### src/udp_reassembly_config.svh
`ifndef UDP_REASSEMBLY_CONFIG_SVH
`define UDP_REASSEMBLY_CONFIG_SVH

//////////////////////////////////////////////////
// Reassembly sizing
//////////////////////////////////////////////////

// Number of fragment slots in the rotation
`define UDP_SLOT_COUNT 4

// Entries per slot FIFO, also the largest fragment in bytes
// Must stay a power of two
`define UDP_SLOT_DEPTH 4096

//////////////////////////////////////////////////
// Tag widths
//////////////////////////////////////////////////

// Packet id carried with every output byte
`define UDP_ID_WIDTH 16

`endif

### src/fragment_dispatcher.sv
`timescale 1ns/1ns
`include "udp_reassembly_config.svh"

module fragment_dispatcher (
    input  logic                       clock,
    input  logic                       reset_n,
    input  logic                       data_enable,
    input  logic                       data_last,
    input  logic [`UDP_SLOT_COUNT-1:0] slot_ready,
    output logic [`UDP_SLOT_COUNT-1:0] slot_data_enable,
    output logic [`UDP_SLOT_COUNT-1:0] slot_data_last,
    output logic                       input_busy
);

    localparam int SLOT_INDEX_WIDTH = (`UDP_SLOT_COUNT > 1) ? $clog2(`UDP_SLOT_COUNT) : 1;
    localparam logic [SLOT_INDEX_WIDTH-1:0] LAST_SLOT =
        SLOT_INDEX_WIDTH'(`UDP_SLOT_COUNT - 1);

    logic [SLOT_INDEX_WIDTH-1:0] write_pointer;
    logic                        in_fragment;
    logic                        accept;

    //////////////////////////////////////////////////
    // Flow control
    //////////////////////////////////////////////////

    // Busy whenever the next slot in line is still occupied
    assign input_busy = !slot_ready[write_pointer];

    // A fragment may only open on a free slot
    // Once open, every byte goes through until data_last
    assign accept = data_enable && (in_fragment || !input_busy);

    //////////////////////////////////////////////////
    // Strobe steering
    //////////////////////////////////////////////////

    always_comb begin
        slot_data_enable = '0;
        slot_data_last   = '0;

        // Only the slot owning the fragment sees the strobes
        slot_data_enable[write_pointer] = accept;
        slot_data_last[write_pointer]   = accept && data_last;
    end

    //////////////////////////////////////////////////
    // Write slot rotation
    //////////////////////////////////////////////////

    always_ff @(posedge clock or negedge reset_n) begin
        if (!reset_n) begin
            write_pointer <= '0;
            in_fragment   <= 1'b0;
        end else if (accept) begin
            if (data_last) begin
                in_fragment <= 1'b0;
                // Next fragment goes to the next slot in strict order
                if (write_pointer == LAST_SLOT) begin
                    write_pointer <= '0;
                end else begin
                    write_pointer <= write_pointer + 1'b1;
                end
            end else begin
                in_fragment <= 1'b1;
            end
        end
    end

endmodule

### config.mk
export PLATFORM = sky130hd
export DESIGN_NAME = fragment_dispatcher
export DESIGN_NICKNAME = d
export VERILOG_FILES = /design/src/fragment_dispatcher.sv
export VERILOG_INCLUDE_DIRS = /design/src
export SDC_FILE = /design/constraint.sdc
export NUM_CORES = 1
export LEC_CHECK = 0
export BUFFER_PORTS_ARGS = -buffer_cell sky130_fd_sc_hd__buf_2
export CAP_MARGIN = 20
export CORE_AREA = 2 2 39 41
export DETAILED_ROUTE_END_ITERATION = 10
export DIE_AREA = 0 0 41 43
export GPL_TIMING_DRIVEN = 0
export PLACE_DENSITY = 0.59
export SLEW_MARGIN = 0
export SYNTH_ARGS = -nofsm -noshare
export SYNTH_HDL_FRONTEND = slang
export SYNTH_SLANG_ARGS = --single-unit
export TNS_END_PERCENT = 5
### constraint.sdc
create_clock -name clock -period 4.1 [get_ports clock]
set_clock_uncertainty 0.2 [all_clocks]
set_input_delay 0.205 -clock clock [delete_from_list [all_inputs] [get_ports clock]]
set_output_delay 0.205 -clock clock [all_outputs]
set_load 0.05 [all_outputs]
* Word level (Yosys, flattened, before mapping) *
Cells that the tools add are included.

storage, ports and cells
  register bits = 3
  bits of input ports = 8
  word-level logic and storage cells = 20

operators by class
  add/subtract/negate cells = 1
  order comparisons = 2
  eq/ne operators = 1
  multiplexer cells = 6
  bitwise operators = 2
  reductions and logical operators = 6

operator list
  kind                 number
  $and 4x4->4          2
  $logic_and 1x1->1    3
  $lt 2x3->1 const B   1
  $mux 1               3
  $add 2x1->2 const B  1
  $bmux 1 s2           1
  $demux 1 s2          1
  $eq 2x2->1 const B   1
  $ge 2x1->1 const B   1
  $mux 2               1
  $reduce_and 2->1     1
  $logic_not 1->1      1
  $logic_or 1x1->1     1

* Longest topological paths before layout *
  word-level depth = 6
  depth in mapped cells = 3
  gate-level depth less buffers = 3

* Worst setup path before layout *
No wires, ideal clock.

  path kind = reg-to-output
  start = register write_pointer[1]
  end = output port slot_data_last[0]
  arrival = 1459 ps
  slack = 2236 ps
  stages on the path, launching flop included = 4
  buffers on the path = 0
  cell sequence = dfrtp_1 > mux2i_1 > a221oi_2 > and3_1

between the ends
  longest elaborated chain between the ends = 6
  elaborated cells on any way between the ends = 11
  those cells by class = 2 x order compare; 4 x mux; 1 x bitwise; 4 x reduce/logical

RTL lines
  what                                                                RTL line                   text
  start: declaration                                                  fragment_dispatcher.sv:19  logic [SLOT_INDEX_WIDTH-1:0] write_pointer;
  start signal: assignment                                            fragment_dispatcher.sv:62  write_pointer <= write_pointer + 1'b1;
  parallel branches: the longest is 5 deep, another holds $lt 2x3->1  n/a
  $and 4x4->4 (no source line) *                                      n/a
  end: declaration                                                    fragment_dispatcher.sv:11  output logic [`UDP_SLOT_COUNT-1:0] slot_data_last,

Mark *: on every way between the ends. The select of a mux whose other input is x is not followed.

* Worst setup path after layout *
Same ends and word-level chain as after synthesis.

==> results.py <==
metrics = {
    "status": {
        "status": "finished clean",
    },
    "layout": {
        "fin_nets": 66,
        "layout_common_cells": "buf_2 (16), and2_1 (4), ha_1 (4)",
        "syn_to_final_growth_pct": 47.8,
        "drive_gt1_share_pct": 49.1,
        "diodes": 0,
        "final_common_cell": "buf_2",
        "multiInputGateArea_um2": 220,
        "register_area_um2": 75.1,
        "fillers": 145,
    },
    "logic_synthesis": {
        "synth_seq_cells": 3,
        "yosysUniqueCellTypes": 15,
        "ys_seq_area_share_pct": 24.5,
        "synth_nets": 43,
        "syn_area_per_cell_um2": 9.89,
        "synth_warnings": 0,
        "syn_area_um2": 307,
        "syn_inst": 31,
    },
    "worst_setup_path": {
        "r2r_cells": 3,
        "rr_startpoint": "write_pointer[1]",
        "max_stage_delay_ns": 0.45,
        "start_kind": "flop",
        "worst_setup_path_end_kind": "output port",
        "rr_endpoint": "write_pointer[1]",
        "r2r_slack_ns": 2.34,
        "crit_type": "flop to output port",
        "critPathRequiredTime_ns": 3.69,
        "critPathSlowestCell": "dfrtp_1",
        "path_cells": "mux2i_1 > a221oi_2 > and3_1 > buf_2",
        "crit_fanout": 6,
        "critPathArrivalTime_ns": 1.80,
    },
    "timing": {
        "fin_setup_tns_ns": 0,
        "finalMaxSlewViolations": 0,
        "finalSetupViolations": 0,
        "slew_headroom_pct": 72.8,
        "post-route-min-period_ns": 2.20,
        "max_freq_ghz": 0.454,
        "hold_violations": 0,
        "worst_pin_slew_ns": 0.397,
        "rsz0062_at_grt": "false",
        "period_share_pct": 53.7,
    },
    "drt": {
        "ant_nets": 0,
        "first_iter_violations": 7,
        "drc": 0,
        "dr_total_vias": 300,
        "wl_um": 708,
        "viasPerCell": 4.35,
        "first_pass_iters": 4,
        "wl_per_cell_um": 10.3,
    },
    "clocking": {
        "cts_tree": "yes",
        "cts-htree-levels": 1,
        "ctsResizeCount": 0,
        "cts_setup_buffers": 0,
        "clock_sinks": 3,
        "clk_pin_slew_ns": 0.04,
        "ctsLongestPathBuffers": 2,
        "cts_made_buffers": 3,
        "clkLatencyLatePin_ns": 0.24,
        "cts-root-buf": "clkbuf_4",
    },
    "power_and_ir_drop": {
        "vdd_drop_max_mv": 0.217,
        "seqPwrFrac_pct": 20.0,
        "intPower_uw": 151,
        "p_clk_share_pct": 16.1,
        "netSwitchingFraction_pct": 54.5,
        "p_per_area_nw_per_um2": 735,
        "combinationalPowerShare_pct": 63.9,
        "p_switching_uw": 181,
        "finalPower_uw": 333,
        "power.leakage_uw": 0.000254,
    },
    "floorplanning": {
        "start_util_pct": 22.2,
        "fp.coreArea_um2": 1380,
        "die_x_um": 41,
        "die_y_um": 43,
        "die_area_um2": 1760,
        "rows": 14,
        "ios": 17,
    },
    "worst_hold_path": {
        "holdPathEnd": "in_fragment",
        "hold_depth": 3,
        "min_from": "data_enable",
        "hold_class": "input port to flop",
    },
    "grt": {
        "antenna_found_initial": 0,
        "grt_pass1_wl_mm": 1.03,
        "grtUsageTotal_pct": 8.66,
        "grt_max_degree": 8,
        "grt_pass1_vias": 258,
        "grt_overflow": 0,
    },
    "job": {
        "drv_cap": 0,
    },
    "placement": {
        "place_hpwl_um": 547,
        "place.gp.congestion": 0.793,
        "port_buffers": 16,
    },
}
## metal layers
layer	track usage [%]	vias to the layer above	share of wire [%]
li1	-	155	-
met1	12.0	129	46
met2	12.5	14	44
met3	0	2	6.1
met4	6.00	0	2.7
met5	0	-	0
## registers in the layout, summed over array words and instances (netlist names)
signal         flops
write_pointer      2
in_fragment        1
## worst max path at each step
stage,startpoint,endpoint,slack (ns)
3_5_place_dp,write_pointer[1],slot_data_last[0],2.13
4_1_cts,write_pointer[1],slot_data_last[0],1.88
3_3_place_gp,write_pointer[1],slot_data_last[0],2.13
6_report,write_pointer[1],slot_data_last[0],1.90
5_1_grt,write_pointer[1],slot_data_last[0],1.76
2_1_floorplan,write_pointer[1],slot_data_last[0],2.24
## cell families (layout without fill, tap and decap cells)
logic type,after synthesis,count (layout),share of synthesized area [%]
adder cells (fa/ha/maj),4,4,16.3
AO/OA/AOI/OAI,5,5,18.8
flip-flops,3,3,24.5
buffers and inverters,3,25,3.67
multiplexers,4,4,13.9
AND/OR/NAND/NOR,12,12,22.9
## cell type report
cell class              instances  area share (%)
inverters                       3            2.49
flip-flops and latches          3            16.6
well taps                      16            4.42
clock buffers                   4            5.80
multi-input cells              25            48.6
repair buffers                 18            22.1
## cell usage after synthesis
master | number | share of area [%]
and2_1 | 4 | 8.2
ha_1 | 4 | 16
dfrtp_1 | 3 | 24
inv_1 | 3 | 3.7
a221oi_2 | 2 | 9.8
and2_2 | 2 | 4.9
and3_1 | 2 | 4.1
mux2_2 | 2 | 7.3
mux2i_1 | 2 | 6.5
nand2_1 | 2 | 2.4
a2111oi_0 | 1 | 2.9
a221o_2 | 1 | 3.7
nor2_1 | 1 | 1.2
nor2b_1 | 1 | 2.0
o31ai_1 | 1 | 2.4
## critical path, delay by kind of cell (launching register included)
kind | cells | cell delay [ns]
and+or+nand+nor | 1 | 0.21
muxes | 1 | 0.23
AOI/OAI and AO/OA | 1 | 0.41
DFF | 1 | 0.45
buffers and inverters | 1 | 0.26
## per-stage QoR
stage	setup slack, ns	hold WS, ns	util, %	instance area, um2	std cells
finish	1.90	0.0679	32.7	453	69
global route	1.76	0.101	32.7	453	69
CTS	1.88	0.0653	32.7	453	69
detailed placement	2.13	-0.198	29.4	407	63
global placement	2.13	-0.200	29.4	407	63
floorplan	2.24	-0.291	-	307	31
## repair_timing
| item | CTS | global route |
|---|---|---|
| hold buffers | 2 | 0 |
| endpoints found under the hold margin | 4 | 0 |
| endpoints found under the setup margin | 0 | 0 |
## power by group through the flow
| stage | Combinational (uW) | Clock (uW) | Sequential [uW] |
|---|---|---|---|
| after detailed placement | 212 | 0 | 66.6 |
| after global routing | 232 | 56.2 | 70.9 |
| final | 213 | 53.5 | 66.6 |
| after global placement | 209 | 0 | 66.9 |
| after floorplan | 171 | 0 | 60.9 |
| after CTS | 215 | 55.1 | 66.3 |
Note: power is estimated with default switching activity, not from simulation.
