`config.mk`:
```
export PLATFORM = sky130hd
export DESIGN_NAME = slot_drain_arbiter
export DESIGN_NICKNAME = d
export VERILOG_FILES = /design/src/udp_reassembly_pkg.sv /design/src/slot_drain_arbiter.sv
export VERILOG_INCLUDE_DIRS = /design/src
export SDC_FILE = /design/constraint.sdc
export NUM_CORES = 1
export LEC_CHECK = 0
export CORE_UTILIZATION = 35
export DETAILED_ROUTE_END_ITERATION = 12
export DONT_BUFFER_PORTS = 1
export HOLD_SLACK_MARGIN = 0.08
export PLACE_DENSITY = 0.58
export SYNTH_ARGS = -nofsm -noshare
export SYNTH_HDL_FRONTEND = slang
export SYNTH_SLANG_ARGS = --single-unit
```
`constraint.sdc`:
```
create_clock -name clock -period 3.52 [get_ports clock]
set_clock_uncertainty 0.2 [all_clocks]
set_input_delay 0.176 -clock clock [delete_from_list [all_inputs] [get_ports clock]]
set_output_delay 0.176 -clock clock [all_outputs]
set_load 0.03 [all_outputs]
```
`src/udp_reassembly_config.svh`:
```
`ifndef UDP_REASSEMBLY_CONFIG_SVH
`define UDP_REASSEMBLY_CONFIG_SVH

//////////////////////////////////////////////////
// Reassembly sizing
//////////////////////////////////////////////////

// Number of fragment slots in the rotation
`define UDP_SLOT_COUNT 4

// Entries per slot FIFO, also the largest fragment in bytes
// Must stay a power of two
`define UDP_SLOT_DEPTH 4096

//////////////////////////////////////////////////
// Tag widths
//////////////////////////////////////////////////

// Packet id carried with every output byte
`define UDP_ID_WIDTH 16

`endif

```
`src/udp_reassembly_pkg.sv`:
```
`include "udp_reassembly_config.svh"

package udp_reassembly_pkg;

    //////////////////////////////////////////////////
    // FSM states
    //////////////////////////////////////////////////

    // Fragment slot life cycle
    typedef enum logic [1:0] {
        slot_idle,
        slot_capture,
        slot_drain
    } slot_state_t;

    // Drain arbiter
    typedef enum logic [1:0] {
        drain_wait,
        drain_pull,
        drain_finish
    } drain_state_t;

    //////////////////////////////////////////////////
    // Data words
    //////////////////////////////////////////////////

    // One slot FIFO entry
    typedef struct packed {
        logic       start;
        logic [7:0] data;
    } slot_byte_t;

    // Tagged byte leaving the subsystem
    typedef struct packed {
        logic [`UDP_ID_WIDTH-1:0] packet_id;
        logic                     start;
        logic [7:0]               data;
    } output_word_t;

endpackage

```
`src/slot_drain_arbiter.sv`:
```
`timescale 1ns/1ns
`include "udp_reassembly_config.svh"

module slot_drain_arbiter
    import udp_reassembly_pkg::*;
(
    input  logic                       clock,
    input  logic                       reset_n,
    input  logic [`UDP_SLOT_COUNT-1:0] slot_data_ready,
    input  slot_byte_t                 slot_push_data [0:`UDP_SLOT_COUNT-1],
    input  logic [`UDP_SLOT_COUNT-1:0] slot_push_valid,
    input  logic [`UDP_ID_WIDTH-1:0]   slot_packet_id [0:`UDP_SLOT_COUNT-1],
    input  logic                       out_hold,
    output logic [`UDP_SLOT_COUNT-1:0] push_data_enable,
    output output_word_t               out_word,
    output logic                       out_valid
);

    localparam int SLOT_INDEX_WIDTH = (`UDP_SLOT_COUNT > 1) ? $clog2(`UDP_SLOT_COUNT) : 1;
    localparam logic [SLOT_INDEX_WIDTH-1:0] LAST_SLOT =
        SLOT_INDEX_WIDTH'(`UDP_SLOT_COUNT - 1);

    drain_state_t                state;
    drain_state_t                next_state;
    logic [SLOT_INDEX_WIDTH-1:0] drain_pointer;
    logic [`UDP_ID_WIDTH-1:0]    granted_packet_id;

    //////////////////////////////////////////////////
    // Drain FSM
    //////////////////////////////////////////////////

    always_comb begin
        next_state       = state;
        push_data_enable = '0;

        case (state)
            drain_wait: begin
                if (slot_data_ready[drain_pointer]) begin
                    next_state = drain_pull;
                end
            end
            drain_pull: begin
                // One read per cycle unless the sink holds
                if (slot_data_ready[drain_pointer]) begin
                    push_data_enable[drain_pointer] = !out_hold;
                end else begin
                    next_state = drain_finish;
                end
            end
            drain_finish: begin
                next_state = drain_wait;
            end
            default: begin
                next_state = drain_wait;
            end
        endcase
    end

    always_ff @(posedge clock or negedge reset_n) begin
        if (!reset_n) begin
            state         <= drain_wait;
            drain_pointer <= '0;
        end else begin
            state <= next_state;
            // Move on once the last read has landed
            if (state == drain_finish) begin
                drain_pointer <= (drain_pointer == LAST_SLOT) ? '0 : drain_pointer + 1'b1;
            end
        end
    end

    // Id is captured at grant and held for the whole fragment
    always_ff @(posedge clock) begin
        if ((state == drain_wait) && slot_data_ready[drain_pointer]) begin
            granted_packet_id <= slot_packet_id[drain_pointer];
        end
    end

    //////////////////////////////////////////////////
    // Output word
    //////////////////////////////////////////////////

    // Slot FIFO output is already registered
    assign out_valid = slot_push_valid[drain_pointer];
    assign out_word  = '{packet_id: granted_packet_id,
                         start:     slot_push_data[drain_pointer].start,
                         data:      slot_push_data[drain_pointer].data};

endmodule

```
# Yosys cells after proc, flatten, opt, wreduce, memory -nomap -nowiden
# Cells that the tools add are included.
# W data, S select, Z words.
op_classes:
  eq_ne: 5
  muxes: 18
  n_reduce_logical: 5
  n_addsub: 1
  n_bitwise: 2
  magnitude_cmp: 3
op_table:
  columns: ["cell", "count"]
  rows:
  - ["$bmux W16 S2", 1]
  - ["$mux W16", 2]
  - ["$bmux W9 S2", 1]
  - ["$mux W9", 2]
  - ["$mux W4", 2]
  - ["$mux W2", 3]
  - ["$and A4 B4 Y4", 1]
  - ["$bmux W1 S2", 2]
  - ["$eq A2 B2 Y1 const B", 2]
  - ["$pmux W2 S2", 1]
  - ["$ge A3 B3 Y1 const B", 1]
  - ["$lt A2 B3 Y1 const B", 1]
  - ["$mux W1", 3]
  - ["$not A2 Y3", 1]
  - ["$add A2 B1 Y2 const B", 1]
  - ["$demux W1 S2", 1]
  - ["$eq A2 B1 Y1 const B", 1]
  - ["$ge A2 B1 Y1 const B", 1]
  - ["$logic_and A1 B1 Y1", 2]
  - ["$logic_not A2 Y1", 1]
  - ["$ne A2 B1 Y1 const B", 1]
  - ["$ne A2 B2 Y1 const B", 1]
  - ["$reduce_and A2 Y1", 1]
  - ["$logic_not A1 Y1", 1]
word_totals:
  in_bits: 111
  wordCells: 37
  regBits: 20
  out_inout_bits: 30

# Longest topological paths before layout
logic_depth:
  depth_word: 7
  ltp_mapped: 5
  mapped_depth_nobuf: 3

# Worst setup path after synthesis
# No wires, ideal clock.
synth_timing:
  path_type: "register to register"
  from: "register drain_pointer[0]"
  to: "register granted_packet_id[0] (enable)"
  path_buffers: 0
  stages_incl_launch_ff: 3
  synth_period_minus_slack_ps: 2689
  required_ps: 2907
  path_slack_ps: 831
  setup_ps: 413
  arrival_time_ps: 2076
  path_cell_list: "dfrtp_1 > mux4_2 > nor3b_1"
synth_via:
  elab_chain_len: 3
synth_lines:
  columns: ["item", "line_no", "source"]
  rows:
  - ["start: declaration", "slot_drain_arbiter.sv:25", "logic [SLOT_INDEX_WIDTH-1:0] drain_pointer;"]
  - ["start signal: assignment", "slot_drain_arbiter.sv:67", "drain_pointer <= (drain_pointer == LAST_SLOT) ? '0 : drain_pointer + 1'b1;"]
  - ["$bmux W1 S2", "slot_drain_arbiter.sv:74", "if ((state == drain_wait) && slot_data_ready[drain_pointer]) begin"]
  - ["$mux W1 (implied by the code)", "slot_drain_arbiter.sv:74", null]
  - ["$logic_and A1 B1 Y1", "slot_drain_arbiter.sv:74", null]
  - ["end signal: assignment", "slot_drain_arbiter.sv:75", "granted_packet_id <= slot_packet_id[drain_pointer];"]
  - ["end: declaration", "slot_drain_arbiter.sv:26", "logic [`UDP_ID_WIDTH-1:0] granted_packet_id;"]
# No other way between the ends. The select of a mux whose other input is x is not followed.
# A chain may end at the register's enable or synchronous reset.

# Final worst setup path
layout_timing:
  from: "register drain_pointer[0]"
  to: "register granted_packet_id[14], data pin"
layout_via:
  elab_chain_len: 4
layout_lines:
  columns: ["item", "line_no"]
  rows:
  - ["$not A2 Y3 (implied by the code)", "slot_drain_arbiter.sv:75"]
  - ["$bmux W16 S2", "slot_drain_arbiter.sv:75"]
  - ["$mux W16 (implied by the code) (2 in series)", "slot_drain_arbiter.sv:75"]
# No other way between the ends. The select of a mux whose other input is x is not followed.

==> flow_metrics.env <==
export IMPL_syn_area_sq_mm=0.00141
export IMPL_holdBufCountCts=34
export IMPL_maxCapViolations=0
export IMPL_final_area_sq_mm=0.00186
export IMPL_antenna_found_initial=0
export IMPL_num_vias=924
export IMPL_num_io_pins=141
export IMPL_r2r_setup_slack_ns=1.08
export IMPL_seq_area_frac_synth=0.411
export IMPL_synth_seq_cells=20
export IMPL_syn_nets=186
export IMPL_synth_area_leader_cell="mux4_2"
export IMPL_yosysTopAreaCellShare=0.366
export IMPL_synth_top_cells_by_area="mux4_2 (37%), edfxtp_1 (34%), mux4_1 (7.4%), dfrtp_1 (7.1%), ha_1 (3.5%)"
export IMPL_dr_wl_met2_um=2010
export IMPL_hold_violations=0
export IMPL_slew_headroom=0.669
export IMPL_worst_pin_slew_ns=0.497
export IMPL_place_area_sq_mm=0.00145
export IMPL_wl_met3_um=506
export IMPL_worstSetupEndpointType="flip-flop"
export IMPL_die_h_um=65.6
export IMPL_hold_path_class="in2reg"
export IMPL_setup_viol=0
export IMPL_grt_first_pass_wirelength_um=5240
export IMPL_num_rows=22
export IMPL_finalSetupTns_ns=0
export IMPL_grt_pass1_vias=1018
export IMPL_outcome="finished, final reports clean"
export IMPL_diodes=0
export IMPL_p_total_uw=1810
export IMPL_grt_overflow_total=0
export IMPL_io_buffers=0
export IMPL_whs_ns=0.106
export IMPL_ant_nets=0
export IMPL_worstSetupStartpointType="flip-flop"
export IMPL_route_detailed_wl_per_inst_um=24.1
export IMPL_syn_avg_cell_area_sq_um=19.9
export IMPL_design_core_area_sq_mm=0.00377
export IMPL_routed_wirelength_um=3720
export IMPL_synthCells=71
export IMPL_num_nets_final=222
export IMPL_period_needed_ns=2.44
export IMPL_yosys_warnings=0
export IMPL_cts_tree="done"
export IMPL_place_hpwl_um=2950
export IMPL_clockBufferDepth=2
export IMPL_crit_required_ns=3.33
export IMPL_drt_pass1_iter_count=4
export IMPL_cts_resized_gates=0
export IMPL_clock_sinks=20
export IMPL_cts_buffers=3
export IMPL_cts_root_buf="clkbuf_8"
export IMPL_p_per_area_mw_per_mm2=973
export IMPL_max_freq_ghz=0.409
export IMPL_insertion_delay_ns=0.25
export IMPL_dp_slack_ns=1.51
export IMPL_via_per_inst=6.00
export IMPL_ys_types=15
export IMPL_drcViolationCount=0
export IMPL_crit_path_max_fanout=31
export IMPL_grt_max_degree=32
export IMPL_p_leak_uw=0.000664
export IMPL_period_share=0.694
export IMPL_clkTransAtPathRegs_ns=0.08
export IMPL_layout_drive_gt1_share=0.321
export IMPL_rsz0062_at_grt="no"
export IMPL_initial_core_util=0.375
export IMPL_critPathKind="reg2reg"
export IMPL_slew_violations=0
export IMPL_htree_levels=1
export IMPL_gp_congestion=0.714
export IMPL_grt_total_usage=0.169
export IMPL_wl_met1_um=1140
export IMPL_drtIter0Drc=31
export IMPL_top_layer="met4"
export IMPL_postCtsSetupRepairBufs=0
export IMPL_setup_ws_ns=1.08
export IMPL_syn2layout_area_growth_pct=31.6
export IMPL_die_area_sq_mm=0.00430
export IMPL_ir_drop_mv=0.532
export IMPL_cp_arrival_ns=2.26
export IMPL_dieWidth_um=65.6
worst max-delay path, cell delays in order (launching register included):
cell           delay, ns
dfrtp_2             0.37
buf_4               0.44
mux4_1              0.62
dlygate4sd3_1       0.57
metal layers:
| metal | up-vias | track usage |
|---|---|---|
| met2 | 99 | 0.318 |
| met5 | - | 0 |
| met4 | 0 | 0.0571 |
| li1 | 389 | - |
| met3 | 6 | 0.0625 |
| met1 | 430 | 0.167 |
power breakdown:
part	switching [uW]	internal (uW)
logic	462	479
clock network	74.3	152
registers	219	426
total	754	1060
flip-flops by register name, indices dropped and copies added, names as in the netlist:
name and cells:
state 2, granted_packet_id 16, drain_pointer 2
path summary, 6_finish.rpt:
check | from | end | cells past startpoint
worst max-delay path | drain_pointer[0] | granted_packet_id[14] | 3
worst min-delay path | slot_data_ready[0] | state[1] | 2
worst max register to register | drain_pointer[0] | granted_packet_id[14] | 3
worst min register to register | state[1] | state[0] | 1
max in group asynchronous | reset_n | drain_pointer[0] | 2
min in group asynchronous | reset_n | state[1] | 2
placed cells by master (no fill, tap or decap):
cell,count
nor2b_1,4
mux2_2,2
buf_4,3
dfrtp_1,3
ha_1,4
edfxtp_1,16
mux4_1,4
nor3b_2,1
nor2_1,1
inv_1,2
mux4_2,23
dlygate4sd3_1,34
and4b_1,4
clkbuf_8,3
bufinv_16,1
dfrtp_2,1
final cells by class:
| class | instances | area [sq um] |
|---|---|---|
| multi-input cells | 43 | 777 |
| fillers | 304 | 1910 |
| well taps | 48 | 60.1 |
| repair buffers | 37 | 363 |
| inverters | 2 | 7.51 |
| flip-flops and latches | 20 | 582 |
| clock inverters | 1 | 30.0 |
| clock buffers | 3 | 41.3 |
metrics by stage:
step / util / instances
floorplan: - / 71
detailed placement: 0.384 / 116
global placement: 0.384 / 116
finish: 0.493 / 154
global route: 0.493 / 154
CTS: 0.493 / 154
synthesized netlist by cell type (all sizes together):
library cell	instances
and4b	4
buf	6
dfrtp	4
edfxtp	16
ha	4
inv	2
mux2	2
mux4	27
nor2	1
nor2b	4
nor3b	1
cell families after synthesis:
logic type	Yosys count	share of synthesized area
multiplexers	29	0.457
flip-flops	20	0.411
adder cells (fa/ha/maj)	4	0.0354
buffers and inverters	8	0.0434
AND/OR/NAND/NOR	10	0.0540
No activity file was read; power rests on OpenSTA's default activity.
